`src/design/poly_pkg.sv`:
```
// shared sizes and packed payload structs for the polynomial evaluator and its testbench.
package poly_pkg;

	// ========================================
	// sizes.
	// ========================================
	localparam int sample_width = 16;
	localparam int result_width = 32;
	localparam int sample_depth = 256;
	localparam int addr_width   = 8;
	localparam int max_degree   = 7;
	localparam int degree_width = 3;
	localparam int count_width  = 5;

	// ========================================
	// payloads.
	// ========================================

	// target 0 writes the sample buffer, 1 the coefficient table.
	typedef struct packed {
		logic                    target;
		logic [addr_width-1:0]   addr;
		logic [sample_width-1:0] data;
	} load_t;

	typedef struct packed {
		logic [addr_width-1:0]   base;
		logic [count_width-1:0]  count;
		logic [degree_width-1:0] degree;
	} job_t;

	// index is the position of the point within its job.
	typedef struct packed {
		logic [count_width-1:0]  index;
		logic                    last;
		logic [result_width-1:0] value;
	} result_t;

endpackage
```
`src/design/poly_eval_top.sv`:
```
// top level of the batch polynomial evaluator; load and job ports in, result port out.
`timescale 1ns/10ps

module poly_eval_top (
	input  logic              clk,
	input  logic              rst,
	input  logic              load_req,
	output logic              load_ack,
	input  poly_pkg::load_t   load_data,
	input  logic              job_req,
	output logic              job_ack,
	input  poly_pkg::job_t    job_data,
	output logic              res_req,
	input  logic              res_ack,
	output poly_pkg::result_t res_data
);

	import poly_pkg::*;

	load_t                   load_word;
	logic                    load_valid;
	job_t                    job_word;
	logic                    job_valid;
	logic                    seq_idle;
	logic                    eval_start;
	logic [addr_width-1:0]   eval_addr;
	logic [degree_width-1:0] eval_degree;
	logic [addr_width-1:0]   sample_addr;
	logic [sample_width-1:0] sample;
	logic [degree_width-1:0] coef_addr;
	logic [sample_width-1:0] coef;
	logic                    eval_done;
	logic [result_width-1:0] eval_value;
	logic                    tx_free;
	logic                    tx_send;
	result_t                 tx_result;

	// ========================================
	// input side.
	// ========================================
	req_ack_receiver #(.payload_t(load_t)) load_rx (
		.clk(clk), .rst(rst), .req(load_req), .data(load_data), .ready(1'b1),
		.ack(load_ack), .valid(load_valid), .payload(load_word)
	);

	req_ack_receiver #(.payload_t(job_t)) job_rx (
		.clk(clk), .rst(rst), .req(job_req), .data(job_data), .ready(seq_idle),
		.ack(job_ack), .valid(job_valid), .payload(job_word)
	);

	operand_store store (
		.clk(clk), .rst(rst), .wr_valid(load_valid), .wr(load_word),
		.sample_addr(sample_addr), .sample(sample),
		.coef_addr(coef_addr), .coef(coef)
	);

	// ========================================
	// processing and output side.
	// ========================================
	point_evaluator eval (
		.clk(clk), .rst(rst), .start(eval_start), .addr(eval_addr), .degree(eval_degree),
		.sample_addr(sample_addr), .sample(sample), .coef_addr(coef_addr), .coef(coef),
		.done(eval_done), .value(eval_value)
	);

	batch_sequencer seq (
		.clk(clk), .rst(rst), .job_valid(job_valid), .job(job_word), .idle(seq_idle),
		.start(eval_start), .eval_addr(eval_addr), .degree(eval_degree),
		.done(eval_done), .value(eval_value), .free(tx_free),
		.send(tx_send), .result(tx_result)
	);

	result_sender tx (
		.clk(clk), .rst(rst), .send(tx_send), .result(tx_result), .free(tx_free),
		.req(res_req), .ack(res_ack), .data(res_data)
	);

endmodule

```
`src/design/result_sender.sv`:
```
// four-phase req/ack sender; holds one result until the handshake has fully completed.
`timescale 1ns/10ps

module result_sender (
	input  logic              clk,
	input  logic              rst,
	input  logic              send,
	input  poly_pkg::result_t result,
	output logic              free,
	output logic              req,
	input  logic              ack,
	output poly_pkg::result_t data
);

	logic full;

	assign free = !full;

	always_ff @(posedge clk or negedge rst)
	begin
		if (!rst)
		begin
			full <= 1'b0;
			req  <= 1'b0;
		end
		else
		begin
			if (send && !full)
			begin
				full <= 1'b1;
				req  <= 1'b1;
			end
			else if (req && ack)
				req <= 1'b0;
			// ack back low ends the four phases.
			else if (full && !req && !ack)
				full <= 1'b0;
		end
	end

	always_ff @(posedge clk)
	begin
		if (send && !full)
			data <= result;
	end

endmodule

```
`src/design/batch_sequencer.sv`:
```
// batch sequencer: runs the evaluator once per point of a job and hands each result to the sender.
`timescale 1ns/10ps

module batch_sequencer (
	input  logic                              clk,
	input  logic                              rst,
	input  logic                              job_valid,
	input  poly_pkg::job_t                    job,
	output logic                              idle,
	output logic                              start,
	output logic [poly_pkg::addr_width-1:0]   eval_addr,
	output logic [poly_pkg::degree_width-1:0] degree,
	input  logic                              done,
	input  logic [poly_pkg::result_width-1:0] value,
	input  logic                              free,
	output logic                              send,
	output poly_pkg::result_t                 result
);

	import poly_pkg::*;

	typedef enum logic [2:0] {
		s_idle,
		s_wait_free,
		s_start,
		s_wait_done,
		s_send
	} state_t;

	state_t                  state;
	job_t                    job_q;
	logic [count_width-1:0]  cnt;
	logic [result_width-1:0] value_q;
	logic                    last;

	// a new job waits until the last result has left the sender too.
	assign idle = (state == s_idle) && free;
	assign start = (state == s_start);
	assign send = (state == s_send);
	assign eval_addr = job_q.base + addr_width'(cnt);
	assign degree = job_q.degree;
	assign last = (cnt == job_q.count - 5'd1);

	assign result.index = cnt;
	assign result.last  = last;
	assign result.value = value_q;

	always_ff @(posedge clk or negedge rst)
	begin
		if (!rst)
		begin
			state <= s_idle;
			cnt   <= '0;
		end
		else
		begin
			case (state)
				s_idle:
				begin
					cnt <= '0;
					if (job_valid)
						state <= s_wait_free;
				end
				s_wait_free:
				begin
					// empty job, nothing to send.
					if (job_q.count == '0)
						state <= s_idle;
					else if (free)
						state <= s_start;
				end
				s_start:
					state <= s_wait_done;
				s_wait_done:
				begin
					if (done)
						state <= s_send;
				end
				s_send:
				begin
					if (last)
						state <= s_idle;
					else
					begin
						cnt   <= cnt + 5'd1;
						state <= s_wait_free;
					end
				end
				default:
					state <= s_idle;
			endcase
		end
	end

	always_ff @(posedge clk)
	begin
		if (job_valid && state == s_idle)
			job_q <= job;
		if (done)
			value_q <= value;
	end

endmodule

```
`src/design/point_evaluator.sv`:
```
// Horner evaluation of one sample point; done follows start by degree+3 cycles.
`timescale 1ns/10ps

module point_evaluator (
	input  logic                              clk,
	input  logic                              rst,
	input  logic                              start,
	input  logic [poly_pkg::addr_width-1:0]   addr,
	input  logic [poly_pkg::degree_width-1:0] degree,
	output logic [poly_pkg::addr_width-1:0]   sample_addr,
	input  logic [poly_pkg::sample_width-1:0] sample,
	output logic [poly_pkg::degree_width-1:0] coef_addr,
	input  logic [poly_pkg::sample_width-1:0] coef,
	output logic                              done,
	output logic [poly_pkg::result_width-1:0] value
);

	import poly_pkg::*;

	typedef enum logic [1:0] {
		s_idle,
		s_fetch,
		s_step
	} state_t;

	state_t                  state;
	logic [addr_width-1:0]   addr_q;
	logic [degree_width-1:0] idx;
	logic [result_width-1:0] acc;

	assign sample_addr = addr_q;
	// during a step the next lower coefficient is already requested.
	assign coef_addr = (state == s_step) ? idx - 3'd1 : idx;
	assign value = acc;

	always_ff @(posedge clk or negedge rst)
	begin
		if (!rst)
		begin
			state  <= s_idle;
			addr_q <= '0;
			idx    <= '0;
			acc    <= '0;
			done   <= 1'b0;
		end
		else
		begin
			done <= 1'b0;
			case (state)
				s_idle:
				begin
					if (start)
					begin
						addr_q <= addr;
						idx    <= degree;
						state  <= s_fetch;
					end
				end
				s_fetch:
				begin
					acc   <= '0;
					state <= s_step;
				end
				s_step:
				begin
					// acc * x + c, modulo 2^32.
					acc <= acc * result_width'(sample) + result_width'(coef);
					if (idx == '0)
					begin
						done  <= 1'b1;
						state <= s_idle;
					end
					else
						idx <= idx - 3'd1;
				end
				default:
					state <= s_idle;
			endcase
		end
	end

endmodule

```
`src/design/operand_store.sv`:
```
// sample buffer and coefficient table, written from load words and read one cycle after the address.
`timescale 1ns/10ps

module operand_store (
	input  logic                              clk,
	input  logic                              rst,
	input  logic                              wr_valid,
	input  poly_pkg::load_t                   wr,
	input  logic [poly_pkg::addr_width-1:0]   sample_addr,
	output logic [poly_pkg::sample_width-1:0] sample,
	input  logic [poly_pkg::degree_width-1:0] coef_addr,
	output logic [poly_pkg::sample_width-1:0] coef
);

	import poly_pkg::*;

	logic [sample_width-1:0] sample_mem [sample_depth];
	logic [sample_width-1:0] coef_mem [max_degree+1];

	// ========================================
	// write side.
	// ========================================
	always_ff @(posedge clk)
	begin
		if (wr_valid)
		begin
			if (wr.target)
				coef_mem[wr.addr[degree_width-1:0]] <= wr.data;
			else
				sample_mem[wr.addr] <= wr.data;
		end
	end

	// ========================================
	// read side.
	// ========================================
	always_ff @(posedge clk or negedge rst)
	begin
		if (!rst)
		begin
			sample <= '0;
			coef   <= '0;
		end
		else
		begin
			sample <= sample_mem[sample_addr];
			coef   <= coef_mem[coef_addr];
		end
	end

endmodule

```
`src/design/req_ack_receiver.sv`:
```
// four-phase req/ack receiver that captures one payload of any type per handshake.
`timescale 1ns/10ps

module req_ack_receiver #(
	parameter type payload_t = logic
) (
	input  logic     clk,
	input  logic     rst,
	input  logic     req,
	input  payload_t data,
	input  logic     ready,
	output logic     ack,
	output logic     valid,
	output payload_t payload
);

	logic accept;

	// a new word is taken only while ack is low.
	assign accept = req && ready && !ack;

	always_ff @(posedge clk or negedge rst)
	begin
		if (!rst)
		begin
			ack   <= 1'b0;
			valid <= 1'b0;
		end
		else
		begin
			valid <= accept;
			if (accept)
				ack <= 1'b1;
			else if (!req)
				ack <= 1'b0;
		end
	end

	always_ff @(posedge clk)
	begin
		if (accept)
			payload <= data;
	end

endmodule

```
`config.mk`:
```
export PLATFORM = sky130hd
export DESIGN_NAME = poly_eval_top
export DESIGN_NICKNAME = d
export VERILOG_FILES = /design/src/design/poly_pkg.sv /design/src/design/poly_eval_top.sv /design/src/design/result_sender.sv /design/src/design/batch_sequencer.sv /design/src/design/point_evaluator.sv /design/src/design/operand_store.sv /design/src/design/req_ack_receiver.sv
export SDC_FILE = /design/constraint.sdc
export NUM_CORES = 2
export LEC_CHECK = 0
export BUFFER_PORTS_ARGS = -buffer_cell sky130_fd_sc_hd__buf_2
export CAP_MARGIN = 20
export CORE_MARGIN = 1.5
export CORE_UTILIZATION = 50
export CTS_CLUSTER_DIAMETER = 60
export DETAILED_ROUTE_END_ITERATION = 12
export HOLD_SLACK_MARGIN = 0.15
export MAX_ROUTING_LAYER = met4
export PLACE_DENSITY = 0.73
export SYNTH_ARGS = -nofsm -noshare
export SYNTH_HDL_FRONTEND = slang
export SYNTH_HIERARCHICAL = 1
export SYNTH_MEMORY_MAX_BITS = 65536
export SYNTH_SLANG_ARGS = --single-unit
```
`constraint.sdc`:
```
create_clock -name clk -period 7.6 [get_ports clk]
set_input_delay 0.38 -clock clk [delete_from_list [all_inputs] [get_ports clk]]
set_output_delay 0.38 -clock clk [all_outputs]
set_load 0.01 [all_outputs]
```
==> results.md <==
* Sw power at 0.0269 W
* Critical path fanouts, max at 26
* CP Launch Type: flop
* Routability cong. at 0.933
* Worst Setup End Kind: flop
* Sequential area share after synthesis at 72.4%
* Worst-Skew Late Latency at 1.00 ns
* Worst Tran Pin Value at 1.37 ns
* Most used cell, CP: fa_1
* # hold bufs at CTS at 87
* Final slew viol count at 0
* Synth top area cells: edfxtp_1 (71%), mux4_2 (10%), fa_1 (3.5%), mux2i_1 (3.1%), dfrtp_1 (1.3%)
* Critical path's top delay family: adder cells
* Sequential fraction of design power at 36.8%
* Synth Instances at 9,463
* Largest net degree at the start of global routing at 229
* Layout cells sized above 1 at 20.2%
* Starting Density at 50.2%
* Post-CTS sizing at 0
* Port bufs at 86
* VDD IR max at 499 µV
* DRC at 0
* Async set-reset flop share out of synthesis at 2.07%
* Initial antenna violation count at 28
* CP Cell Sequence: and2_1 -> fa_1 -> inv_1 -> fa_1 -> fa_1 -> fa_1 -> inv_1 -> fa_1 -> inv_1 -> fa_1 -> inv_1 -> ha_1 -> and2_1 -> o311a_1 -> a211oi_2 -> o21ai_1 -> a221oi_2 -> o21ai_1 -> xnor2_1 -> o2bb2ai_1
* Fmax at 144 MHz
* H-tree depth at 5
* Antenna Violating Nets Remaining at 0
* Root buf cell: clkbuf_16
* Syn Area/Cell at 19.4 µm²
* Synth area leader: edfxtp_1
* Hold Vio Cnt, Final at 0
* Vias/cell at 6.36
* Synthesized flop and latch total at 4,443
* Die area at 371,000 µm²
* Post-Syn Area at 184,000 µm²
* Slowest-stage cell, CP: dfrtp_1
* Min Tclk post-route at 6.93 ns
* Power Internal at 0.0489 W
* Number of placement rows at 222
* Design Area, Final at 205,000 µm²
* DR WL/cell at 31.7 µm
* First-pass GRT wire length at 687 mm
* Power share of the combinational group at 36.6%
* CP max stage delay at 1.09 ns
* Unrepaired setup endpoints after global routing: false
* Worst min-delay path class: in2reg
* Leakage Power at 67.5 nW
* Worst Setup Path Type: reg2reg
* Seq. cell area at 133,000 µm²
* Die height at 609 µm
* Total CTS buffers at 422
* Sw frac at 35.5%
* Post-synth EDFFs at 4,351
* Main synth FF type: edfxtp_1
* Cell Area, Placed at 191,000 µm²
* Ports at 87
* Max Cap Viol at 0
* Area fraction of the dominant cell type after synthesis at 71.2%
* Clock-pin slew on the worst setup and hold paths at 0.06 ns
* CTS tree: yes
* Setup Buffers After CTS at 0
* Multi-input logic area at 45,700 µm²
* Vias at 96,443
* Slew headroom at 8.70%
* CORE AREA at 366,000 µm²
* Setup violators final at 0
* Die width at 609 µm
* Tcrit/Tclk final at 91.2%
* Worst clock skew at 0.0787 ns
* Status: finished clean
* Req. time, crit path at 8.38 ns
* Yosys warning count at 6
* Distinct cells, synth at 87
* Total grt overflow at 0
* Clk pwr share at 26.6%
* Global Route Usage Sum at 26.4%
* Area growth syn-to-layout at 11.7%
* First-pass DRT Iterations at 6
* Nets at 10,457
* DR iter-0 viols at 14,077
* WP buf/inv at 4
* Post-Route Setup TNS at 0 ns
* Worst Path Arrival at 7.71 ns
* HPWL after detailed placement at 285 mm
* Worst-case clock buffer depth at 4
* Layout fillers at 26,588
* Clock Sinks at 4,443
* Vias in the first global route at 95,759
* Pwr Density at 370 nW/µm²
* Post-Route WL at 480 mm
cells in the final DEF (no fill, tap or decap), types with 66 or more instances in the layout:
| master | synthesis | routed |
|---|---|---|
| ha_1 | 96 | 96 |
| fa_1 | 320 | 320 |
| clkbuf_1 | 253 | 103 |
| dlygate4sd3_1 | 0 | 86 |
| mux4_2 | 855 | 855 |
| a21oi_1 | 167 | 167 |
| clkinv_2 | 0 | 66 |
| o22ai_1 | 153 | 153 |
| o221ai_1 | 198 | 198 |
| nor2_1 | 339 | 317 |
| inv_1 | 469 | 468 |
| and2_1 | 163 | 164 |
| nand2_1 | 376 | 376 |
| buf_2 | 90 | 86 |
| o21ai_0 | 105 | 102 |
| mux2i_1 | 571 | 570 |
| dfrtp_1 | 92 | 87 |
| buf_4 | 38 | 417 |
| nor3_1 | 111 | 107 |
| edfxtp_1 | 4351 | 4351 |
| clkbuf_16 | 0 | 426 |
| clkinv_1 | 1 | 96 |
logic make-up (layout without fill, tap and decap cells):
| family | count (synthesis) | in the layout | synth area share [%] |
|---|---|---|---|
| XOR/XNOR | 65 | 65 | 0.310 |
| AO/OA/AOI/OAI | 894 | 894 | 3.44 |
| multiplexers | 1468 | 1468 | 13.9 |
| AND/OR/NAND/NOR | 1172 | 1172 | 2.95 |
| buffers and inverters | 1004 | 1874 | 2.82 |
| flip-flops | 4443 | 4443 | 72.4 |
| other | 1 | 22 | 0.00204 |
| adder cells (fa/ha/maj) | 416 | 416 | 4.14 |
power groups by stage:
| stage | Sequential, W | Combinational [W] | Clock [W] |
|---|---|---|---|
| 5_1_grt | 0.0279 | 0.0294 | 0.0213 |
| 4_1_cts | 0.0278 | 0.0276 | 0.0204 |
| 6_report | 0.0279 | 0.0277 | 0.0202 |
| 3_5_place_dp | 0.0284 | 0.0273 | 0 |
| 3_3_place_gp | 0.0283 | 0.0271 | 0 |
| 2_1_floorplan | 0.0279 | 0.0190 | 0 |
registers in the layout (all words and copies together) (netlist names), 2 cells and up:
name	flops
eval/idx	3
eval/sample_addr	8
eval/state	2
eval/value	32
job_rx/payload	16
load_rx/payload	25
seq/cnt	5
seq/degree	3
seq/job_q	13
seq/state	3
seq/value_q	32
store/coef	16
store/coef_mem	128
store/sample	16
store/sample_mem	4096
tx/data	38
routing by layer:
layer,up-vias,global-route usage (%),wire length (µm),part of all wire (%)
met3,1023,4.53,50600,11
met1,50273,34.9,176000,37
met4,0,12.1,25700,5.4
li1,38852,-,-,-
met2,6295,40.5,228000,47
met5,-,-,0,0
final cells by class:
type | instances | area share [%]
Antenna cell | 20 | 0.0244
Clock inverter | 231 | 1.00
Inverter | 471 | 0.867
Tap cell | 4816 | 2.94
Timing Repair Buffer | 640 | 2.64
Sequential cell | 4443 | 64.9
Clock buffer | 532 | 5.41
Multi-Input combinational cell | 4017 | 22.3
worst paths after layout:
path	start	to	slack (ns)	cells after the start
worst max register to register	store/sample[6]	eval/value[24]	0.67	20
min in group asynchronous	rst	job_rx/ack	0.54	4
worst max-delay path	store/sample[6]	eval/value[24]	0.67	20
worst min-delay path	job_data[13]	job_rx/payload[13]	0.22	2
max in group asynchronous	rst	eval/value[23]	6.13	4
worst min register to register	seq/value_q[7]	tx/data[7]	0.40	0
synthesized netlist by cell type (12+ instances only):
| master | instances |
|---|---|
| buf_6 | 72 |
| buf_12 | 15 |
| a22oi_1 | 46 |
| xnor2_1 | 42 |
| and2_1 | 163 |
| nand2_1 | 376 |
| o2bb2ai_1 | 21 |
| buf_8 | 33 |
| a221oi_1 | 21 |
| o21ai_0 | 105 |
| nor4_1 | 13 |
| o22ai_1 | 153 |
| clkbuf_1 | 253 |
| dfrtp_1 | 92 |
| nor2b_1 | 21 |
| nor2_1 | 339 |
| mux2_2 | 37 |
| o221ai_1 | 198 |
| ha_1 | 96 |
| a31oi_1 | 20 |
| a211oi_1 | 22 |
| nand2b_1 | 12 |
| inv_1 | 469 |
| nand4_1 | 25 |
| fa_1 | 320 |
| a21oi_1 | 167 |
| buf_2 | 90 |
| mux4_2 | 855 |
| a22o_1 | 30 |
| o32ai_1 | 23 |
| mux2i_1 | 571 |
| xor2_1 | 23 |
| buf_1 | 32 |
| edfxtp_1 | 4351 |
| nor3_1 | 111 |
| nand3_1 | 59 |
| buf_4 | 38 |
worst register-to-register path, stage by stage (launching register included):
cell	delay (ns)
dfrtp_1	1.09
and2_1	0.27
fa_1	0.42
inv_1	0.09
fa_1	0.45
fa_1	0.50
fa_1	0.56
inv_1	0.06
fa_1	0.47
inv_1	0.05
fa_1	0.48
inv_1	0.05
ha_1	0.38
and2_1	0.20
o311a_1	0.17
a211oi_2	0.37
o21ai_1	0.19
a221oi_2	0.50
o21ai_1	0.16
xnor2_1	0.21
o2bb2ai_1	0.11
stage by stage:
stage / worst slack, ns / total power [W] / hold WS [ns] / utilization, % / std cells
floorplan: 1.67 / 0.0469 / 0.0844 / - / 9464
global placement: 0.740 / 0.0554 / 0.401 / 52.2 / 14281
detailed placement: 0.769 / 0.0556 / 0.405 / 52.2 / 14289
CTS: 0.694 / 0.0758 / 0.156 / 56.0 / 15139
global route: 0.439 / 0.0786 / 0.199 / 56.1 / 15166
finish: 0.668 / 0.0758 / 0.220 / 56.1 / 15170
Note: power is estimated with default switching activity, not from simulation.
